===== config.mk =====
export PLATFORM = sky130hd
export DESIGN_NAME = fx_divider
export DESIGN_NICKNAME = d
export VERILOG_FILES = /design/src/hw/chol_types_pkg.sv /design/src/hw/fx_divider.sv
export VERILOG_INCLUDE_DIRS = /design/src /design/src/include
export SDC_FILE = /design/constraint.sdc
export NUM_CORES = 1
export LEC_CHECK = 0
export BUFFER_PORTS_ARGS = -buffer_cell sky130_fd_sc_hd__buf_2
export CAP_MARGIN = 20
export CORE_ASPECT_RATIO = 1.2
export CORE_MARGIN = 2
export CORE_UTILIZATION = 35
export DETAILED_ROUTE_END_ITERATION = 7
export PLACE_DENSITY = 0.6
export SYNTH_ARGS = -nofsm -noshare
export SYNTH_HDL_FRONTEND = slang
export SYNTH_SLANG_ARGS = --single-unit

===== constraint.sdc =====
create_clock -name clk -period 6.3 [get_ports clk]
set_input_delay 0.63 -clock clk [delete_from_list [all_inputs] [get_ports clk]]
set_output_delay 0.63 -clock clk [all_outputs]
set_load 0.1 [all_outputs]

===== src/include/chol_consts.svh =====
`ifndef CHOL_CONSTS_SVH
`define CHOL_CONSTS_SVH

// vector geometry
`define CHOL_BANDS       16
`define CHOL_MAX_EM      4

// word widths
`define CHOL_SAMPLE_W    8
`define CHOL_L_W         32
`define CHOL_ACC_W       64
`define CHOL_FRAC        8

// fixed unit latencies from go to done
`define CHOL_DIV_CYCLES  66
`define CHOL_SQRT_CYCLES 33

`endif


===== src/hw/chol_types_pkg.sv =====
`include "chol_consts.svh"

package chol_types_pkg;

  // raw sample as read from the sample memory
  typedef logic signed [`CHOL_SAMPLE_W-1:0] sample_t;

  // L entries and Gram values with CHOL_FRAC fraction bits
  typedef logic signed [`CHOL_L_W-1:0] l_word_t;

  // full products, dividend and radicand
  typedef logic signed [`CHOL_ACC_W-1:0] acc_t;

  typedef logic [$clog2(`CHOL_BANDS)-1:0] band_t;
  typedef logic [$clog2(`CHOL_MAX_EM)-1:0] em_t;

  // packed lower triangle index
  typedef logic [$clog2(`CHOL_MAX_EM*(`CHOL_MAX_EM+1)/2)-1:0] tri_addr_t;

endpackage


===== src/hw/fx_divider.sv =====
`timescale 1ns/1ps
`include "chol_consts.svh"

module fx_divider (
  input  logic                    clk,
  input  logic                    rst,
  input  logic                    div_go,
  input  chol_types_pkg::acc_t    dividend,
  input  chol_types_pkg::l_word_t divisor,
  output logic                    div_done,
  output chol_types_pkg::l_word_t quotient
);

  localparam int STEPS = `CHOL_ACC_W;   // one quotient bit per cycle

  logic                                  running;
  logic [$clog2(`CHOL_DIV_CYCLES)-1:0]   cnt;
  logic [`CHOL_ACC_W-1:0]                q;       // dividend out, quotient in
  logic [`CHOL_L_W:0]                    rem;
  logic [`CHOL_L_W:0]                    d_mag;
  logic [`CHOL_L_W:0]                    trial;
  logic                                  neg;
  logic                                  d_zero;

  assign trial = {rem[`CHOL_L_W-1:0], q[`CHOL_ACC_W-1]};

  always_ff @(posedge clk) begin
    if (rst) begin
      running  <= 1'b0;
      cnt      <= '0;
      div_done <= 1'b0;
    end else begin
      div_done <= 1'b0;
      if (div_go) begin
        running <= 1'b1;
        cnt     <= 1;
      end else if (running) begin
        cnt <= cnt + 1'b1;
        if (cnt == `CHOL_DIV_CYCLES - 1) begin
          running  <= 1'b0;
          div_done <= 1'b1;
        end
      end
    end
  end

  //////////////////////////////////////////////////////////////////////
  // magnitude restoring division with the sign applied last
  //////////////////////////////////////////////////////////////////////

  always_ff @(posedge clk) begin
    if (div_go) begin
      q      <= dividend[`CHOL_ACC_W-1] ? -dividend : dividend;
      d_mag  <= {1'b0, (divisor[`CHOL_L_W-1] ? -divisor : divisor)};
      rem    <= '0;
      neg    <= dividend[`CHOL_ACC_W-1] ^ divisor[`CHOL_L_W-1];
      d_zero <= (divisor == '0);
    end else if (running && (cnt <= STEPS)) begin
      if (trial >= d_mag) begin
        rem <= trial - d_mag;
        q   <= {q[`CHOL_ACC_W-2:0], 1'b1};
      end else begin
        rem <= trial;
        q   <= {q[`CHOL_ACC_W-2:0], 1'b0};
      end
    end else if (running) begin
      // truncates toward zero
      if (d_zero) begin
        quotient <= '0;
      end else begin
        quotient <= neg ? -q[`CHOL_L_W-1:0] : q[`CHOL_L_W-1:0];
      end
    end
  end

endmodule


Word-level counts from Yosys, hierarchy flattened
Cells that the tools add are included.
Cells by class
  reductions and logical operators: 7
  $add $sub $neg: 5
  eq/ne operators: 1
  $lt $le $gt $ge: 2
  bitwise gates (word level): 4
  muxes and demuxes: 13
Operators with widths (count)
  two-way mux 64 bit: 3
  two-way mux 32 bit: 2
  negation 32 bit: 2
  negation 64 bit: 1
  greater-or-equal comparator 33 x 32 -> 1 bit: 1
  logical NOT 32 bit: 1
  subtractor 32 bit: 1
  two-way mux 31 bit: 1
  adder 7 x 1 -> 7 bit (second input constant): 1
  equality test 7 bit (second input constant): 1
  less-or-equal comparator 7 bit (second input constant): 1
  two-way mux 1 bit: 7
  nonzero test 2 bit: 2
  inverter 1 bit: 3
  AND reduction 3 bit: 1
  OR reduction 3 bit: 1
  OR reduction 2 bit: 1
  logical AND 1 bit: 1
  bitwise XOR 1 bit: 1
Storage, ports and cells
  input port bits: 99
  bits in registers: 171

Longest topological paths before layout
  depth in word-level cells: 4
  gate-level depth with buffers: 14
  depth with buffers taken out: 12

Least setup slack after synthesis
No wires, ideal clock.
  path kind: register -> register
  start point: register cnt[0]
  end point: register quotient[0] (enable)
  required time: 5879 ps
  cell stages (with the launch flop): 9
  path slack: 2128 ps
  arrival: 3751 ps
  path buffers: 1
  cell sequence: dfxtp_1 inv_1 ha_1 nand2_1 a21oi_1 clkbuf_1 nor2_1 inv_1 nor2_1
On the way
  longest elaborated chain between the ends: 4
Ends and longest elaborated chain
  from (decl): RTL line fx_divider.sv:17  | logic [$clog2(`CHOL_DIV_CYCLES)-1:0] cnt;
  from (signal assigned): RTL line fx_divider.sv:38  | cnt <= cnt + 1'b1;
  less-or-equal comparator 7 bit: RTL line fx_divider.sv:58  | end else if (running && (cnt <= STEPS)) begin
  logical AND 1 bit: RTL line fx_divider.sv:58
  inverter 1 bit (no source line)
  AND reduction 3 bit (no source line)
  to (signal assigned): RTL line fx_divider.sv:71  | quotient <= neg ? -q[`CHOL_L_W-1:0] : q[`CHOL_L_W-1:0];
  to (decl): RTL line fx_divider.sv:11  | output chol_types_pkg::l_word_t quotient
Every way passes these cells.
A chain may end at the register's enable or synchronous reset.

Worst setup path after layout
  start point: input port dividend[22]
  end point: register q[61] (data pin)
On the way
  longest elaborated chain between the ends: 3
Ends and longest elaborated chain
  from (decl): RTL line fx_divider.sv:8  | input chol_types_pkg::acc_t dividend,
  negation 64 bit: RTL line fx_divider.sv:53  | q <= dividend[`CHOL_ACC_W-1] ? -dividend : dividend;
  two-way mux 64 bit: RTL line fx_divider.sv:53
  two-way mux 64 bit: RTL line fx_divider.sv:52  | if (div_go) begin
  to (signal assigned): RTL line fx_divider.sv:53
  to (signal assigned): RTL line fx_divider.sv:61  | q <= {q[`CHOL_ACC_W-2:0], 1'b1};
  to (signal assigned): RTL line fx_divider.sv:64  | q <= {q[`CHOL_ACC_W-2:0], 1'b0};
  to (decl): RTL line fx_divider.sv:18  | logic [`CHOL_ACC_W-1:0] q;
Every way passes these cells.

==> impl_metrics.toml <==
[run_status]
outcome = "completed"

[logic_synthesis]
synth.cell_area_um2 = 10930
synth_top_area_cell = "edfxtp_1"
synthTopCellsByArea = "edfxtp_1 36%, xor2_1 8.0%, dfxtp_1 7.5%"
ys_ff_latch = 171
ys_types = 60
synth_top_area_share = 0.3572
ys_seq_area_frac = 0.4323
synth-main-ff-cell = "edfxtp_1"
synthesis.nets = 1328
synth_area_per_cell_um2 = 9.184
synth-edff-count = 130
syn_inst = 1190
async_reset_ff_frac = 0
yosys_warnings = 0

[clocking]
cts_made_buffers = 17
root_buffer = "clkbuf_16"
cts_tree = "done"
cts.clk_slew.worst_paths_ns = 0.07
cts_setup_buffers = 0
h-tree-depth = 4
clk_latency_ns = 0.44
cts_buffer_depth = 2
cts_sinks = 171
hold_buffers = 0
ctsResizeCount = 0

[grt]
top_usage_layer = "met2"
grt_pass1_vias = 8460
grtUsageMet2 = 0.2775
grt_pass1_wl_mm = 41.94
use_met3 = 0.02918
grtUsageMet1 = 0.2026
antenna_found_initial = 1
grt_remaining_overflow = 0
grt_use_total = 0.1621
grt_max_degree = 83

[floorplan]
start_util = 0.3565
die_area_um2 = 32660
core_um2 = 30650
io_pins = 132
die_w_um = 165.3
die_y_um = 197.6
num_rows = 70

[sta]
hold_viol_final = 0
min_period_ns = 3.832
rsz0062_at_grt = "no"
slew_headroom = 0.2888
drv_slew = 0
fin_skew_ns = 0.01272
worst_slew_pin_slew_ns = 1.067
setup_slack_ns = 2.468
holdWs_ns = 0.3870
tns_ns = 0
setup_viol = 0
fin_crit_sh = 0.6082
fmax_ghz = 0.2610

[drt]
drc = 0
drt_iter0_markers = 565
viasPerCell = 5.272
drt-wirelength-per-cell_um = 15.41
vias = 8947
detail-route-antenna-nets = 0
routed_wl_mm = 26.15
drt_first_pass_iters = 5

[layout]
final_area_um2 = 12530
fin_util = 0.4087
drive_above_1_share = 0.1491
syn2layout_area_growth_pct = 14.62
n_fill_cell = 3077
antenna_cells = 0
final_nets = 1426
instances_no_fill = 1697

[placed_design]
postPlaceCellArea_um2 = 11930
hpwl_mm = 19.15
port_buffers = 131
dp_cells = 1664
gp_congestion = 0.8624
dp_slack_ns = 1.992

[worst_setup_path]
worstPathRequired_ns = 6.45
cp-start-kind = "primary input"
end_kind = "register"
cp.arrival_ns = 3.98
path_max_fanout = 8
worstSetupPathType = "in2reg"

[power_and_ir_drop]
ir_worst_vdd_mv = 0.1372
p_leak_nw = 4.810
power_density_nw_per_um2 = 252.0
power_mw = 3.157

[job]
maxCapViolations = 0

[worst_hold_path]
hold_path_class = "in2reg"
[cells in the mapped netlist (all sizes together) (3+ instances only)]
| cell | n |
|---|---|
| nor4 | 14 |
| edfxtp | 130 |
| xnor2 | 52 |
| o21bai | 4 |
| nand4b | 4 |
| a211oi | 8 |
| o41ai | 12 |
| nor2 | 151 |
| o31ai | 39 |
| o21a | 8 |
| nor4b | 4 |
| xor2 | 100 |
| or3 | 29 |
| buf | 4 |
| a21oi | 116 |
| a31oi | 8 |
| clkbuf | 55 |
| nand3b | 7 |
| and3 | 3 |
| inv | 49 |
| mux2 | 3 |
| o211ai | 3 |
| nand2b | 9 |
| nand3 | 13 |
| and2 | 4 |
| ha | 38 |
| nand4 | 9 |
| or4 | 18 |
| nor3 | 10 |
| o311ai | 3 |
| nor2b | 9 |
| o22ai | 3 |
| dfxtp | 41 |
| nand2 | 112 |
| a311oi | 13 |
| o21ai | 64 |
| mux2i | 7 |
| a21o | 10 |
| or2 | 9 |
| o221ai | 3 |
[placed cells by master, fill, tap and decap left out, drive strengths merged, types with 14 or more instances in the layout]
master  instances
nor2          151
buf           138
edfxtp        130
a21oi         116
nand2         112
xor2          100
o21ai          64
xnor2          52
inv            50
dfxtp          41
o31ai          39
ha             38
or3            29
clkbuf         21
or4            18
nor4           14
[state kept, by name, indices dropped and copies added, names as in the netlist]
register	flops
cnt	7
d_zero	1
rem	32
neg	1
running	1
div_done	1
quotient	32
d_mag	32
q	64
[power breakdown]
group / internal [mW] / switching [mW]
logic: 0.258 / 0.435
clock network: 0.608 / 0.453
registers: 1.34 / 0.0669
[worst paths after layout]
kind | startpoint | end | slack [ns] | cells past startpoint
max | dividend[22] | q[61] | 2.47 | 10
min | rst | running | 0.39 | 2
max reg2reg | rem[17] | rem[21] | 2.52 | 10
min reg2reg | rem[31] | rem[31] | 0.47 | 2
[layer usage]
layer,share of wire,vias to the layer above
met5,0.00050,-
met1,0.45,4201
li1,-,4491
met3,0.045,43
met2,0.48,210
met4,0.025,2
[cells by family after synthesis]
logic type                 share of synthesized area
and+or+nand+nor                               0.1794
AOI/OAI and AO/OA                             0.1746
DFF                                           0.4323
xor gates and xnor gates                      0.1218
buffers and inverters                        0.03709
adders and majority gates                    0.04534
muxes                                       0.009502
[final cells by class]
| cell class | instances | area, um^2 | area share |
|---|---|---|---|
| clock inverters | 11 | 121.4 | 0.009688 |
| multi-input cells | 911 | 5818 | 0.4644 |
| inverters | 49 | 183.9 | 0.01468 |
| flip-flops and latches | 171 | 4725 | 0.3771 |
| clock buffers | 21 | 461.7 | 0.03686 |
| repair buffers | 138 | 721.9 | 0.05763 |
| well taps | 396 | 495.5 | 0.03955 |
[worst max-delay path: stages]
cell	delay, ns
buf_2	0.12
or4_4	0.54
or4_4	0.51
nor4_1	0.57
nand3_1	0.28
or3_1	0.41
nand2b_1	0.33
o31ai_1	0.34
xor2_1	0.17
a21oi_1	0.08
(Power assumes the default switching activity.)
