**config.mk**
```make
export PLATFORM = sky130hd
export DESIGN_NAME = dot_mac
export DESIGN_NICKNAME = d
export VERILOG_FILES = /design/src/hw/chol_types_pkg.sv /design/src/hw/chol_ctrl_pkg.sv /design/src/hw/dot_mac.sv
export VERILOG_INCLUDE_DIRS = /design/src /design/src/include
export SDC_FILE = /design/constraint.sdc
export NUM_CORES = 2
export LEC_CHECK = 0
export BUFFER_PORTS_ARGS = -buffer_cell sky130_fd_sc_hd__buf_2
export CORE_MARGIN = 2
export CORE_UTILIZATION = 29
export DETAILED_ROUTE_END_ITERATION = 16
export GPL_TIMING_DRIVEN = 0
export PLACE_DENSITY = 0.46
export SLEW_MARGIN = 20
export SYNTH_ARGS = -nofsm -noshare
export SYNTH_HDL_FRONTEND = slang
export SYNTH_SLANG_ARGS = --single-unit
export TNS_END_PERCENT = 5
```
**constraint.sdc**
```tcl
create_clock -name clk -period 13.9 [get_ports clk]
set_clock_uncertainty 0.2 [all_clocks]
set_input_delay 1.39 -clock clk [delete_from_list [all_inputs] [get_ports clk]]
set_output_delay 1.39 -clock clk [all_outputs]
set_load 0.005 [all_outputs]
```
**src/include/chol_consts.svh**
```systemverilog
`ifndef CHOL_CONSTS_SVH
`define CHOL_CONSTS_SVH

// vector geometry
`define CHOL_BANDS       16
`define CHOL_MAX_EM      4

// word widths
`define CHOL_SAMPLE_W    8
`define CHOL_L_W         32
`define CHOL_ACC_W       64
`define CHOL_FRAC        8

// fixed unit latencies from go to done
`define CHOL_DIV_CYCLES  66
`define CHOL_SQRT_CYCLES 33

`endif

```
**src/hw/chol_types_pkg.sv**
```systemverilog
`include "chol_consts.svh"

package chol_types_pkg;

  // raw sample as read from the sample memory
  typedef logic signed [`CHOL_SAMPLE_W-1:0] sample_t;

  // L entries and Gram values with CHOL_FRAC fraction bits
  typedef logic signed [`CHOL_L_W-1:0] l_word_t;

  // full products, dividend and radicand
  typedef logic signed [`CHOL_ACC_W-1:0] acc_t;

  typedef logic [$clog2(`CHOL_BANDS)-1:0] band_t;
  typedef logic [$clog2(`CHOL_MAX_EM)-1:0] em_t;

  // packed lower triangle index
  typedef logic [$clog2(`CHOL_MAX_EM*(`CHOL_MAX_EM+1)/2)-1:0] tri_addr_t;

endpackage

```
**src/hw/chol_ctrl_pkg.sv**
```systemverilog
package chol_ctrl_pkg;

  // sequencer phases
  typedef enum logic [2:0] {
    IDLE,
    READ,   // stream samples, build Gram row
    SUM,    // L(i,k)*L(j,k) over k < j
    DIV,    // off-diagonal entry
    SQRT,   // diagonal entry
    DONE
  } phase_t;

  // accumulator operation
  typedef enum logic [1:0] {
    HOLD,
    CLEAR,
    ACC
  } mac_op_t;

endpackage

```
**src/hw/dot_mac.sv**
```systemverilog
`timescale 1ns/1ps

module dot_mac (
  input  logic                    clk,
  input  logic                    rst,
  input  chol_ctrl_pkg::mac_op_t  mac_op,
  input  chol_types_pkg::l_word_t mac_a,
  input  chol_types_pkg::l_word_t mac_b,
  output chol_types_pkg::acc_t    mac_acc
);

  chol_types_pkg::acc_t prod;

  assign prod = mac_a * mac_b;   // full width signed product

  always_ff @(posedge clk) begin
    if (rst) begin
      mac_acc <= '0;
    end else begin
      case (mac_op)
        chol_ctrl_pkg::CLEAR: mac_acc <= '0;
        chol_ctrl_pkg::ACC:   mac_acc <= mac_acc + prod;
        default:              mac_acc <= mac_acc;
      endcase
    end
  end

endmodule

```
# --- Word level (Yosys, flattened, before mapping) ---
# Cells that the tools add are included.
totals:
  register_bits: 64
  wordCells: 7
  output_inout_bits: 64
  in_bits: 68
classes:
  mux: 1
  addsub: 1
  n_reduce_logical: 1
  mul: 1
  eq_ne: 2
ops:
  columns: ["operator", "n"]
  rows:
  - ["$pmux W64 S2", 1]
  - ["$add A64 B64 Y64", 1]
  - ["$mul A32 B32 Y64", 1]
  - ["$eq A2 B1 Y1 const B", 1]
  - ["$eq A2 B2 Y1 const B", 1]
  - ["$reduce_bool A2 Y1", 1]

# --- Depth between registers and ports, before layout ---
depth:
  depth_word: 3
  ltp_mapped: 30
  depth_no_buf: 28

# --- Least setup slack after synthesis ---
# Ideal clock, no wire load.
synth_path:
  path_type: "in2reg"
  from: "in mac_a[31]"
  to: "reg mac_acc[63]"
  cell_stages: 28
  path_buffers: 2
  required_time_ns: 13.575
  arrival_time_ns: 9.808
  setup_time_ns: 0.125
  slack_ns: 3.767
  cell_sequence: "clkbuf_1 nand2_1 fa_1 inv_1 fa_1 fa_1 inv_1 fa_1 inv_1 fa_1 fa_1 fa_1 inv_1 fa_1 inv_1 ha_1 clkbuf_8 a211o_1 a211o_1 and3_1 a211o_1 a31oi_2 o211ai_1 a311oi_1 o21a_1 o21ai_1 xnor2_1 o21ai_0"
synth_between:
  elab_chain_len: 3
synth_rtl:
  columns: ["item", "line", "source"]
  rows:
  - ["start, declared", "dot_mac.sv:7", "input chol_types_pkg::l_word_t mac_a,"]
  - ["$mul A32 B32 Y64", "dot_mac.sv:14", "assign prod = mac_a * mac_b;"]
  - ["$add A64 B64 Y64", "dot_mac.sv:22", "chol_ctrl_pkg::ACC: mac_acc <= mac_acc + prod;"]
  - ["$pmux W64 S2", "dot_mac.sv:20", "case (mac_op)"]
  - ["end signal, assigned", "dot_mac.sv:22", null]
  - ["end signal, assigned", "dot_mac.sv:23", "default: mac_acc <= mac_acc;"]
  - ["end, declared", "dot_mac.sv:9", "output chol_types_pkg::acc_t mac_acc"]
# Every way passes these cells.
# A chain may end at the register's enable or synchronous reset.

# --- Final worst setup path ---
layout_path:
  from: "in mac_b[31]"
  to: "reg mac_acc[60]"
layout_between:
  elab_chain_len: 3
layout_rtl:
  columns: ["item", "line", "source"]
  rows:
  - ["start, declared", "dot_mac.sv:8", "input chol_types_pkg::l_word_t mac_b,"]
  - ["$mul A32 B32 Y64", "dot_mac.sv:14", null]
  - ["$add A64 B64 Y64", "dot_mac.sv:22", null]
  - ["$pmux W64 S2", "dot_mac.sv:20", null]
# Every way passes these cells.

==> flow_summary.toml <==
[floorplanning]
initial_utilization_pct = 29.1
io_pins = 132
chipWidth_um = 386
y_dimension_of_the_die_um = 386
std_cell_rows = 140
die_area_um2 = 149000
core_area_um2 = 145000

[logic_synthesis]
synth.net_count = 6043
synth.top_cells.by_count = "1,253 x sky130_fd_sc_hd__inv_1, 1,210 x sky130_fd_sc_hd__fa_1, 614 x sky130_fd_sc_hd__nand2_1, 454 x sky130_fd_sc_hd__and2_1"
synth.avg_cell_area_um2 = 9.32
synthCells = 4546
async_reset_ff_share_pct = 0
yosys_most_used_dff = "sky130_fd_sc_hd__dfxtp_1"
synth_top_area_share_pct = 57.2
ys_seq_area_share_pct = 3.03
netlist-cell-type-count = 68
netlist.top_cell.by_area = "sky130_fd_sc_hd__fa_1"
yosysWarnings = 0
ys_ff_latch = 64
synth.area.top_cells = "sky130_fd_sc_hd__fa_1 57%, sky130_fd_sc_hd__inv_1 11%, sky130_fd_sc_hd__and2_1 6.7%, sky130_fd_sc_hd__ha_1 6.5%, sky130_fd_sc_hd__nand2_1 5.4%"
synthMostInstantiatedCell = "sky130_fd_sc_hd__inv_1"
number_of_flops_mapped_to_enable_cells_by_yosys = 0
synth.cell_area_um2 = 42300

[timing]
tns_ns = 0
report.final.hold_viol_count = 0
slew_violations = 0
setup_repair_after_global_routing_missed_its_margin = "false"
slew-limit-headroom_pct = 15.2
period_minus_slack_ns = 11.61
fin_worst_hold_slack_ns = 0.282
tightestPinTransition_ns = 1.27
timing.fmax_mhz = 86.1
period_share_pct = 83.5
report.final.setup_viol = 0

[finish]
filler_cell_count = 15700
largest_register_ffs = 64
nNetsFinal = 6190
area_growth_pct = 8.35
final_layout_size_suffix_gt1_share_pct = 3.98
biggestRegsByFlops = "mac_acc: 64 flops"
max_flop_register = "mac_acc"
final_core_util_pct = 31.6
fin_area_um2 = 45900

[grt]
maximum_number_of_pins_on_one_net_before_global_route_repair = 23
grt_first_pass_wirelength_mm = 242
grt.total_usage_pct = 23.0
overflow = 0
grt_pass1_vias = 33700
antenna_found_initial = 44

[worst_setup_path]
rr_worst_depth = 25
timing_worst_setup_path_type = "primary input to flip-flop"
worst_ep_arrival_time_ns = 11.71
worstPathRequired_ns = 14.00
critPathLaunchType = "primary input"
crit_fanout = 10
worstSetupEndpointType = "flip-flop"

[place]
hpwl_mm = 143
portbufs = 131
placedInstanceArea_um2 = 45500
gp_weighted_congestion = 0.954

[min_path]
hp-class = "flip-flop to flip-flop"
min_delay_path_depth = 2

[detailed_routing]
drt_wl_total_mm = 166
dr_total_vias = 31200
vias_per_cell = 4.71
route.detailed.drc = 0
initialDrtViolationCount = 1895
route.antenna.remaining_nets = 0
detailed_routing_iterations_pass_1 = 5
wl_per_cell_um = 25.0

[cts]
clk_pin_slew_ns = 0.08
clockBufferDepth = 2
holdBufCountCts = 0
worstSkewPairLatency_ns = 0.42
clock_sinks = 64
clock_buffer_count_from_cts = 9
post_cts_resized = 0
cts_post_setup_buffers_inserted = 0
tritoncts = "yes"
cts.htree.levels = 3
clock_tree_root_driver_cell = "sky130_fd_sc_hd__clkbuf_16"

[run_status]
result_of_the_run = "finished, final reports clean"

[flow_run]
max-cap-violations = 0
## cells by family (layout without fill, tap and decap cells)
logic type,Yosys count,count (layout),share of synthesized area [%]
other,0,13,0
AO/OA/AOI/OAI,260,260,4.29
AND/OR/NAND/NOR,1237,1237,14.1
flip-flops,64,64,3.03
multiplexers,1,1,0.0266
adder cells (fa/ha/maj),1429,1429,63.7
XOR/XNOR,76,76,1.57
buffers and inverters,1479,1631,13.3
## metrics by stage
| step | setup slack (ns) | std cells |
|---|---|---|
| floorplan | 3.77 | 4546 |
| global placement | -0.0725 | 6594 |
| detailed placement | 2.07 | 6599 |
| CTS | 2.47 | 6615 |
| global route | 2.28 | 6617 |
| finish | 2.29 | 6628 |
## cell type report
class,instances,area [um2],share of cell area [%]
antenna,13,32.5,0.0709
buffer,226,928,2.02
clock buffer,9,225,0.491
clock inverter,7,103,0.224
inverter,1253,4710,10.3
multi-input combinational,3003,35500,77.3
sequential,64,1280,2.79
tap,1917,2400,5.23
timing repair buffer,136,743,1.62
## path summary, 6_finish.rpt
kind / start / to / slack [ns]
hold reg to reg: mac_acc[52] / mac_acc[52] / 0.28
setup / recovery: mac_b[31] / mac_acc[60] / 2.29
hold / removal: mac_acc[52] / mac_acc[52] / 0.28
setup reg to reg: mac_acc[41] / mac_acc[60] / 4.40
## metal layers
metal	share of wire, %	up-vias	global-route usage (%)
met2	49	970	38.6
met4	5.1	18	9.93
met3	5.3	295	2.95
li1	-	13200	-
met1	41	16700	29.8
met5	0.068	-	0
## critical path, stage by stage
cell and delay, ns:
sky130_fd_sc_hd__buf_2 0.21, sky130_fd_sc_hd__inv_1 0.62, sky130_fd_sc_hd__clkbuf_1 0.87, sky130_fd_sc_hd__nor2_1 0.21, sky130_fd_sc_hd__fa_1 0.56, sky130_fd_sc_hd__fa_1 0.45
sky130_fd_sc_hd__fa_1 0.49, sky130_fd_sc_hd__fa_1 0.48, sky130_fd_sc_hd__fa_1 0.66, sky130_fd_sc_hd__fa_1 0.49, sky130_fd_sc_hd__fa_1 0.66, sky130_fd_sc_hd__inv_1 0.09
sky130_fd_sc_hd__fa_1 0.51, sky130_fd_sc_hd__inv_1 0.05, sky130_fd_sc_hd__ha_1 0.38, sky130_fd_sc_hd__a21oi_1 0.63, sky130_fd_sc_hd__o21bai_1 0.11, sky130_fd_sc_hd__a21oi_1 0.68
sky130_fd_sc_hd__inv_1 0.17, sky130_fd_sc_hd__o41ai_4 0.79, sky130_fd_sc_hd__o21ai_2 0.26, sky130_fd_sc_hd__a311o_1 0.37, sky130_fd_sc_hd__a21o_1 0.19, sky130_fd_sc_hd__xor2_1 0.14
sky130_fd_sc_hd__a22o_1 0.19
## cells in the final DEF (no fill, tap or decap), types with 5 or more instances in the layout
master,n
sky130_fd_sc_hd__a22oi_1,33
sky130_fd_sc_hd__a21oi_1,63
sky130_fd_sc_hd__diode_2,13
sky130_fd_sc_hd__xor2_1,30
sky130_fd_sc_hd__clkbuf_16,9
sky130_fd_sc_hd__and3_1,5
sky130_fd_sc_hd__nand3b_1,9
sky130_fd_sc_hd__nand4_1,5
sky130_fd_sc_hd__a31oi_1,7
sky130_fd_sc_hd__a211oi_1,9
sky130_fd_sc_hd__nor2b_1,13
sky130_fd_sc_hd__nand2_1,613
sky130_fd_sc_hd__nand3_1,11
sky130_fd_sc_hd__buf_2,131
sky130_fd_sc_hd__xnor2_1,44
sky130_fd_sc_hd__a21o_1,42
sky130_fd_sc_hd__clkbuf_1,217
sky130_fd_sc_hd__a211o_1,9
sky130_fd_sc_hd__o21a_1,9
sky130_fd_sc_hd__nand2b_1,13
sky130_fd_sc_hd__dfxtp_1,64
sky130_fd_sc_hd__and2_1,454
sky130_fd_sc_hd__fa_1,1210
sky130_fd_sc_hd__inv_1,1249
sky130_fd_sc_hd__nor3_1,11
sky130_fd_sc_hd__o21ai_0,36
sky130_fd_sc_hd__nor2_1,91
sky130_fd_sc_hd__ha_1,219
Power is not shown: default switching activity piles up to over one toggle a cycle in this logic, so the estimate is an artifact.
