File: src/include/chol_consts.svh
`ifndef CHOL_CONSTS_SVH
`define CHOL_CONSTS_SVH

// vector geometry
`define CHOL_BANDS       16
`define CHOL_MAX_EM      4

// word widths
`define CHOL_SAMPLE_W    8
`define CHOL_L_W         32
`define CHOL_ACC_W       64
`define CHOL_FRAC        8

// fixed unit latencies from go to done
`define CHOL_DIV_CYCLES  66
`define CHOL_SQRT_CYCLES 33

`endif

File: src/hw/chol_types_pkg.sv
`include "chol_consts.svh"

package chol_types_pkg;

  // raw sample as read from the sample memory
  typedef logic signed [`CHOL_SAMPLE_W-1:0] sample_t;

  // L entries and Gram values with CHOL_FRAC fraction bits
  typedef logic signed [`CHOL_L_W-1:0] l_word_t;

  // full products, dividend and radicand
  typedef logic signed [`CHOL_ACC_W-1:0] acc_t;

  typedef logic [$clog2(`CHOL_BANDS)-1:0] band_t;
  typedef logic [$clog2(`CHOL_MAX_EM)-1:0] em_t;

  // packed lower triangle index
  typedef logic [$clog2(`CHOL_MAX_EM*(`CHOL_MAX_EM+1)/2)-1:0] tri_addr_t;

endpackage

File: src/hw/tri_store.sv
`timescale 1ns/1ps
`include "chol_consts.svh"

module tri_store (
  input  logic                    clk,
  input  logic                    rst,
  input  chol_types_pkg::em_t     a_row,
  input  chol_types_pkg::em_t     a_col,
  input  chol_types_pkg::em_t     b_row,
  input  chol_types_pkg::em_t     b_col,
  output chol_types_pkg::l_word_t a_data,
  output chol_types_pkg::l_word_t b_data,
  input  logic                    wr_en,
  input  chol_types_pkg::em_t     wr_row,
  input  chol_types_pkg::em_t     wr_col,
  input  chol_types_pkg::l_word_t wr_data,
  input  logic                    rd_valid,
  input  chol_types_pkg::em_t     rd_row,
  input  chol_types_pkg::em_t     rd_col,
  output chol_types_pkg::l_word_t rd_data,
  output logic                    rd_data_valid
);

  localparam int ENTRIES = `CHOL_MAX_EM * (`CHOL_MAX_EM + 1) / 2;

  chol_types_pkg::l_word_t mem [ENTRIES];   // kept across starts

  // row*(row+1)/2 + col
  function automatic chol_types_pkg::tri_addr_t tri_addr(input chol_types_pkg::em_t row,
                                                         input chol_types_pkg::em_t col);
    chol_types_pkg::tri_addr_t r;
    r = chol_types_pkg::tri_addr_t'(row);
    return chol_types_pkg::tri_addr_t'((r * (r + 1'b1)) >> 1) + chol_types_pkg::tri_addr_t'(col);
  endfunction

  assign a_data = mem[tri_addr(a_row, a_col)];
  assign b_data = mem[tri_addr(b_row, b_col)];

  always_ff @(posedge clk) begin
    if (wr_en) mem[tri_addr(wr_row, wr_col)] <= wr_data;
  end

  //////////////////////////////////////////////////////////////////////
  // readout port
  //////////////////////////////////////////////////////////////////////

  always_ff @(posedge clk) begin
    if (rd_valid) begin
      rd_data <= (rd_col > rd_row) ? '0 : mem[tri_addr(rd_row, rd_col)];   // upper half reads 0
    end
  end

  always_ff @(posedge clk) begin
    if (rst) rd_data_valid <= 1'b0;
    else     rd_data_valid <= rd_valid;
  end

endmodule

File: config.mk
export PLATFORM = sky130hd
export DESIGN_NAME = tri_store
export DESIGN_NICKNAME = d
export VERILOG_FILES = /design/src/hw/chol_types_pkg.sv /design/src/hw/tri_store.sv
export VERILOG_INCLUDE_DIRS = /design/src /design/src/include
export SDC_FILE = /design/constraint.sdc
export NUM_CORES = 1
export LEC_CHECK = 0
export ABC_AREA = 1
export BUFFER_PORTS_ARGS = -buffer_cell sky130_fd_sc_hd__buf_4
export CORE_MARGIN = 3
export CORE_UTILIZATION = 40
export CTS_CLUSTER_SIZE = 12
export DETAILED_ROUTE_END_ITERATION = 7
export PLACE_DENSITY_LB_ADDON = 0.08
export SLEW_MARGIN = 15
export SYNTH_ARGS = -nofsm -noshare
export SYNTH_HDL_FRONTEND = slang
export SYNTH_SLANG_ARGS = --single-unit
File: constraint.sdc
create_clock -name clk -period 5.4 [get_ports clk]
set_input_delay 1.08 -clock clk [delete_from_list [all_inputs] [get_ports clk]]
set_output_delay 1.08 -clock clk [all_outputs]
set_load 0.005 [all_outputs]
# Yosys cells after proc, flatten, opt, wreduce, memory -nomap -nowiden
# Memory sizes are Yosys's and may differ from the RTL's. A register that Yosys moved wholly into a read port is not among the register bits.
# Cells that the tools add are included.
totals:
  register_bits: 1
  ram_bits: 320
  input_bits: 52
  out_inout_bits: 97
  memories: 1
op_classes:
  addsub: 8
  mul: 4
  magnitude_cmp: 1
  muxes: 2
mem_list:
  columns: ["memory", "words", "width", "read_ports", "rd_ports_with_merged_regs", "wr", "line_no", "source"]
  rows:
  - ["mem", 10, 32, 3, 1, 1, "tri_store.sv:26", "chol_types_pkg::l_word_t mem [ENTRIES];"]
op_table:
  columns: ["op", "count"]
  rows:
  - ["adder 3 x 2 -> 4 bit", 4]
  - ["multiplier 2 x 3 -> 4 bit", 4]
  - ["adder 2 x 1 -> 3 bit, second input constant", 4]
  - ["greater-than comparator 2 bit", 1]
  - ["two-way mux 1 bit", 2]

# Logic depth before layout (Yosys ltp)
# Gate-level depths: netlist of run 1.
# An unclocked memory read counts as a cell.
depth:
  ltp_word: 4
  ltp_mapped: 14
  depth_no_buf: 13

# Worst setup path before layout of run 1
# OpenSTA, ideal clock, no wires.
synth_path:
  path_kind: "input -> register"
  startpoint: "in wr_row[0]"
  endpoint: "mem mem[0][0] in the netlist's numbering (enable)"
  arrival_ns: 3.861
  required_ns: 4.979
  slack_ns: 1.118
  stages: 9
  n_path_buf: 0
  cell_sequence: "inv_1 > ha_1 > inv_1 > ha_1 > inv_1 > fa_1 > xnor2_1 > or2_2 > nor2_1"
synth_via:
  elab_chain_cells: 3
synth_rtl:
  columns: ["element", "line_no", "source"]
  rows:
  - ["start, declared", "tri_store.sv:14", "input chol_types_pkg::em_t wr_row,"]
  - ["adder 2 x 1 -> 3 bit", "tri_store.sv:33", "return chol_types_pkg::tri_addr_t'((r * (r + 1'b1)) >> 1) + chol_types_pkg::tri_addr_t'(col);"]
  - ["multiplier 2 x 3 -> 4 bit *", "tri_store.sv:33", null]
  - ["adder 3 x 2 -> 4 bit *", "tri_store.sv:33", null]
  - ["end, declared", "tri_store.sv:26", null]
# Mark *: on every way between the ends. The rest lies on a longest branch, timed or not.

# Worst setup path after layout of run 1
layout_path:
  startpoint: "in a_row[0]"
  endpoint: "out a_data[6]"
layout_via:
  elab_chain_cells: 4
layout_rtl:
  columns: ["element", "line_no", "source"]
  rows:
  - ["start, declared", "tri_store.sv:7", "input chol_types_pkg::em_t a_row,"]
  - ["adder 2 x 1 -> 3 bit", "tri_store.sv:33", null]
  - ["multiplier 2 x 3 -> 4 bit *", "tri_store.sv:33", null]
  - ["adder 3 x 2 -> 4 bit *", "tri_store.sv:33", null]
  - ["memory (10 x 32 bit) *", null, null]
  - ["end, declared", "tri_store.sv:11", "output chol_types_pkg::l_word_t a_data,"]
# Marked as above.

==> results.json, run 1 <==
{
  "rows": 83,
  "setup_violations": 0,
  "status": "complete, no violations",
  "clk_latency_ns": 0.57,
  "pin_count": 149,
  "numPortBuffers": 148,
  "synth_area_leaders": "edfxtp_1 50%, nand2_1 18%, nand3_1 14%, inv_1 6.2%, buf_2 2.6%",
  "fin_tns_setup_ns": 0,
  "fin_cells": 3531,
  "syn_inst": 2755,
  "wl_um": 74600,
  "hold_viol_final": 0,
  "wl_per_cell_um": 21.1,
  "fmax_ghz": 0.208,
  "synth_top_area_share_pct": 49.8,
  "cts_max_level": 2,
  "drive_gt1_share_pct": 10.4,
  "synthesis.nets": 2833,
  "min_period_over_period_pct": 88.9,
  "cp-start-kind": "input port",
  "p_leak_nw": 11.0,
  "syn_area_per_cell_um2": 7.71,
  "vias": 19700,
  "criticalPathCategory": "in -> out",
  "synth_warnings": 0,
  "irDropWorstVdd_uv": 182,
  "fin_nets": 2895,
  "grt_max_degree": 144,
  "layout.cells.most_common": "nand2_1",
  "slew_headroom_pct": 39.3,
  "crit_fanout": 24,
  "place.gp.congestion": 0.826,
  "max_stage_delay_ns": 0.53,
  "syn_to_final_growth_pct": 15.1,
  "ys_types": 23,
  "cts.reportedPaths.clkPinSlew_ns": 0.06,
  "crit_path_end_kind": "output pin",
  "min-delay-path-class": "in -> reg",
  "cts_tree": "built",
  "crit_required_ns": 4.32,
  "max-cap-violations": 0,
  "numCtsBuffers": 43,
  "finalMaxSlewViolations": 0,
  "grt_pass1_wl_um": 112000,
  "power_density_nw_per_um2": 368,
  "holdBufCountCts": 0,
  "dp.cells": 3452,
  "yosysTopAreaCell": "edfxtp_1",
  "worst_ep_arrival_time_ns": 3.72,
  "grt_remaining_overflow": 0,
  "min_period_ns": 4.80,
  "post_cts_resized": 0,
  "die_height_um": 236,
  "ant_nets": 0,
  "crit_chain": "buf_4 -> ha_1 -> nor2_1 -> a21oi_1 -> fa_2 -> inv_2 -> buf_12 -> o211ai_1 -> nand3_1 -> nand3_1 -> nand2_1 -> buf_4",
  "route.detailed.vias_per_inst": 5.57,
  "dr.first_iter.drc_count": 2166,
  "multi_input_area_um2": 8640,
  "hpwl_um": 40800,
  "cp_slowest_cell": "fa_2",
  "syn-cell-area_um2": 21200,
  "clockBufferDepth": 3,
  "drt-pass1-iter-count": 6,
  "utilization_pct": 47.1,
  "antenna_found_initial": 0,
  "synth-seq-cells": 353,
  "clock_skew_ns": 0.0140,
  "grt_pass1_vias": 18800,
  "final_cell_mix": "1024 x nand2_1, 612 x nand3_1, 352 x edfxtp_1",
  "core_area_um2": 51900,
  "cts_sinks": 353,
  "route.detailed.drc": 0,
  "post_cts_buffers": 0,
  "die_area_um2": 55900,
  "tightest_slew_ns": 0.911,
  "die_w_um": 236,
  "fillCellCount": 5050,
  "grt_use_total_pct": 26.0,
  "rsz0062_at_grt": "false",
  "start_util_pct": 40.9,
  "seq_area_frac_synth_pct": 49.9,
  "root_buffer": "clkbuf_16",
  "layout.area.seq_um2": 10600
}
final cells by class:
cell class	count	share of cell area, %
Timing Repair Buffer	200	7.06
Tap cell	680	3.48
Multi-Input combinational cell	1863	35.3
Clock inverter	28	0.773
Clock buffer	50	4.51
Sequential cell	353	43.3
Inverter	356	5.49
Antenna cell	1	0.0102
worst paths after layout:
check        cells past startpoint            end        from  slack (ns)
max                             12      a_data[6]    a_row[0]        0.60
min                              2  rd_data_valid         rst        0.65
max reg2reg                      6    rd_data[13]  mem[4][13]        4.11
min reg2reg                      6    rd_data[27]  mem[9][27]        0.78
cells by family (layout without fill, tap and decap cells):
group / Yosys count / after routing / synth area share (%)
and+or+nand+nor: 1662 / 1662 / 33.1
buffers and inverters: 539 / 634 / 10.4
DFF: 353 / 353 / 49.9
AOI/OAI and AO/OA: 170 / 170 / 4.80
adders and majority gates: 26 / 26 / 1.67
xor gates and xnor gates: 5 / 5 / 0.206
other: 0 / 1 / 0
stage by stage:
stage	total power, mW	hold WS [ns]	instance area, um2	setup slack, ns
after CTS	9.04	0.629	24400	0.648
after floorplan	5.09	0.723	21200	1.12
after global routing	9.46	0.646	24400	0.495
final	8.99	0.655	24400	0.598
after detailed placement	6.30	0.770	23100	0.677
after global placement	6.27	0.758	23100	0.727
cell usage after synthesis:
cell type / count
nand2_1: 1024
nand3_1: 612
edfxtp_1: 352
inv_1: 351
buf_2: 110
o21ai_0: 98
o211ai_1: 64
clkbuf_1: 53
ha_1: 22
nor2_1: 16
buf_1: 12
or2_2: 10
buf_4: 6
inv_2: 5
a21oi_1: 4
fa_1: 4
xnor2_1: 3
a21o_1: 2
buf_6: 2
xor2_1: 2
a21oi_2: 1
dfxtp_1: 1
o21ai_1: 1
report_power, final:
group / switching, mW / internal, mW
Clock: 1.17 / 1.55
Sequential: 0.0884 / 3.26
Combinational: 1.93 / 1.00
Total: 3.18 / 5.81
registers in the layout (all words and copies together), names as in the netlist:
signal / count
rd_data: 32
rd_data_valid: 1
mem: 320
worst max-delay path: cells and delay by family:
family                   cells  cell delay (ns)
buffers and inverters        4             0.89
AO/OA/AOI/OAI                2             0.36
AND/OR/NAND/NOR              4             0.43
adder cells (fa/ha/maj)      2             0.91
metal layers:
| metal | track usage, % | vias up | part of all wire [%] | wire length (um) |
|---|---|---|---|---|
| li1 | - | 9131 | - | - |
| met1 | 36.0 | 9342 | 42 | 31600 |
| met2 | 41.5 | 1037 | 46 | 34200 |
| met3 | 3.86 | 174 | 8.8 | 6600 |
| met4 | 9.31 | 0 | 3.0 | 2210 |
| met5 | 0 | - | 0 | 0 |
No activity file was read; power rests on OpenSTA's default activity.
==> run 2, diff against run 1 <==
- ABC_AREA: 1 -> default
- BUFFER_PORTS_ARGS: -buffer_cell sky130_fd_sc_hd__buf_4 -> default
- DONT_BUFFER_PORTS: default -> 1
- GPL_ROUTABILITY_DRIVEN: default -> 1
==> run 2 against run 1 <==
Largest cell class unchanged. Synthesized cell count decreased by 44%. Clock skew increased by 0.0056 ns. Synthesized area decreased by 5.7%. Power decreased by 6.5%. Count of clock-buffer cells in the layout increased by 6. Die area decreased by 5.6%.
==> results.json, run 2 <==
{
  "status": "complete, no violations",
  "antenna_cells": 0,
  "crit_path_end_kind": "output pin",
  "wl_per_cell_um": 29.2,
  "route.detailed.drc": 0,
  "grt_max_degree": 65,
  "r2r_slack_ns": 4.10,
  "ant_nets": 0,
  "root_buffer": "clkbuf_16",
  "syn_area_per_cell_um2": 13.0,
  "post_cts_buffers": 0,
  "final_cell_area_um2": 22000,
  "irDropWorstVdd_uv": 202,
  "top_register": "mem",
  "post_cts_resized": 0,
  "cts_sinks": 353,
  "hpwl_um": 37200,
  "die_area_um2": 52800,
  "largest_reg_flops": 320,
  "rows": 81,
  "rsz0062_at_grt": "false",
  "grt_remaining_overflow": 0,
  "syn_inst": 1537,
  "grt_pass1_vias": 13500,
  "dpl_worst_slack_ns": 0.722,
  "placed_cell_area_um2": 20800,
  "antenna_found_initial": 0,
  "fin_nets": 1584,
  "drive_gt1_share_pct": 11.1,
  "min_period_over_period_pct": 86.7,
  "synth_area_leaders": "edfxtp_1 53%, mux2i_1 23%, a22oi_1 4.8%, nand3_1 3.2%, a31o_1 2.8%",
  "min_period_ns": 4.68,
  "synth_common_cells": "452 x mux2i_1, 352 x edfxtp_1, 128 x a22oi_1, 127 x nand3_1, 75 x nor2_1",
  "crit_top_cell": "inv_1",
  "reg2reg_to": "rd_data[30]",
  "rr_worst_depth": 4,
  "ys_types": 40,
  "seq_area_frac_synth_pct": 52.9,
  "drt-pass1-iter-count": 7,
  "die_w_um": 230,
  "syn_to_final_growth_pct": 10.0,
  "cts.reportedPaths.clkPinSlew_ns": 0.06,
  "final_cell_mix": "452 x mux2i_1, 352 x edfxtp_1, 128 x a22oi_1",
  "synth_warnings": 0,
  "cts_max_level": 2,
  "reg_top3": "mem x320, rd_data x32, rd_data_valid x1",
  "min-delay-path-class": "in -> reg",
  "crit_fanout": 26,
  "vias": 13300,
  "fillCellCount": 4426,
  "multi_input_area_um2": 8630,
  "route.detailed.vias_per_inst": 6.06,
  "holdBufCountCts": 0,
  "met3_wirelength_um": 3770,
  "synth-edff-count": 352,
  "crit_chain": "inv_1 -> ha_1 -> inv_1 -> ha_2 -> fa_4 -> buf_4 -> mux2i_1 -> a22oi_1 -> a31o_1",
  "pin_count": 149,
  "fin_tns_setup_ns": 0,
  "highest_layer": "met4",
  "tightest_slew_ns": 1.02,
  "die_height_um": 230,
  "numCtsBuffers": 43,
  "worst_ep_arrival_time_ns": 3.60,
  "core_area_um2": 49200,
  "power_density_nw_per_um2": 382,
  "layout.area.seq_um2": 10600,
  "hold_viol_final": 0,
  "fmax_ghz": 0.213,
  "max_stage_delay_ns": 0.88,
  "post-synth-top-count-cell": "mux2i_1",
  "crit_required_ns": 4.32,
  "ys.flop_type": "edfxtp_1",
  "setup_ws_ns": 0.716,
  "whs_endpoint": "rd_data_valid",
  "cp-start-kind": "input port",
  "setup_violations": 0,
  "slew_headroom_pct": 31.9,
  "finalPower_mw": 8.41,
  "synth-seq-cells": 353,
  "dr.first_iter.drc_count": 1099,
  "clock_skew_ns": 0.0196,
  "grt_pass1_wl_um": 92900,
  "numPortBuffers": 0,
  "r2r_start": "mem[3][30]",
  "max-cap-violations": 0,
  "p_leak_nw": 8.21,
  "wl_met1_um": 27600,
  "clockBufferDepth": 3,
  "grt_use_total_pct": 23.9,
  "wl_met2_um": 31400,
  "synthesis.nets": 1615,
  "cts_tree": "built",
  "clk_latency_ns": 0.57,
  "wl_um": 64300,
  "async_reset_ff_share_pct": 0,
  "syn-cell-area_um2": 20000,
  "min_path_cells": 1,
  "finalMaxSlewViolations": 0,
  "criticalPathCategory": "in -> out",
  "start_util_pct": 40.7,
  "yosysTopAreaCell": "edfxtp_1",
  "hold_start": "rst",
  "synth_top_area_share_pct": 52.8,
  "cp_slowest_cell": "fa_4",
  "place.gp.congestion": 0.779,
  "layout.cells.most_common": "mux2i_1"
}
==> run 2: cell types whose count changed after synthesis, moves of 30 or more <==
cell      previous run  this run
nand2_1           1024         6
clkbuf_1            53        17
mux2_2               0        32
inv_1              351        19
o211ai_1            64         0
nand4_1              0        32
o21ai_0             98        32
a31o_1               0        64
nor2_1              16        75
buf_2              110        68
a21oi_1              4        34
a22oi_1              0       128
mux2i_1              0       452
nand3_1            612       127
==> run 2: worst max-delay path, delay by kind of cell <==
kind                     cells  cell delay [ns]
multiplexers                 1             0.14
AO/OA/AOI/OAI                2             0.55
adder cells (fa/ha/maj)      3             1.32
buffers and inverters        3             0.52
==> run 2: report_power, final <==
part / total, mW / internal (mW) / switching (mW) / leakage, nW
logic: 2.37 / 0.935 / 1.43 / 4.36
registers: 3.37 / 3.25 / 0.120 / 3.23
clock network: 2.67 / 1.55 / 1.12 / 0.618
total: 8.41 / 5.74 / 2.67 / 8.21
==> run 2: logic make-up (layout without fill, tap and decap cells) <==
| group | after synthesis | after routing | synth area share [%] |
|---|---|---|---|
| muxes | 484 | 484 | 24.4 |
| DFF | 353 | 353 | 52.9 |
| AOI/OAI and AO/OA | 263 | 263 | 9.42 |
| and+or+nand+nor | 257 | 257 | 6.28 |
| buffers and inverters | 148 | 147 | 4.77 |
| adders and majority gates | 26 | 26 | 1.77 |
| xor gates and xnor gates | 6 | 6 | 0.450 |
==> run 2: area by class of cell <==
class / count / share of cell area, %
multi-input cells: 1036 / 39.2
clock buffers: 56 / 5.11
repair buffers: 52 / 2.91
flip-flops and latches: 353 / 48.1
well taps: 664 / 3.77
inverters: 20 / 0.341
clock inverters: 19 / 0.636
==> run 2: worst max path at each step <==
stage / start / to / slack [ns] / cells after the start
after floorplan: wr_row[0] / mem[0][0] / 0.36 / 9
after global placement: a_row[0] / a_data[9] / 0.72 / 9
after detailed placement: a_row[0] / a_data[9] / 0.72 / 9
after CTS: a_row[0] / a_data[9] / 0.72 / 9
after global routing: a_row[0] / a_data[15] / 0.62 / 9
final: a_row[0] / a_data[9] / 0.72 / 9
==> run 2: per-stage QoR <==
stage / hold slack, ns / instances / utilization, %
final: 0.583 / 2200 / 44.8
after global routing: 0.567 / 2200 / 44.8
after CTS: 0.542 / 2200 / 44.8
after detailed placement: 0.771 / 2125 / 42.2
after global placement: 0.768 / 2125 / 42.2
after floorplan: 0.737 / 1537 / -
==> run 2: routing by layer <==
metal  GRT usage [%]  up-vias
met2            41.2      429
met3            4.16       93
met5               0        -
met4            6.76        0
met1            31.2     6814
li1                -     5992
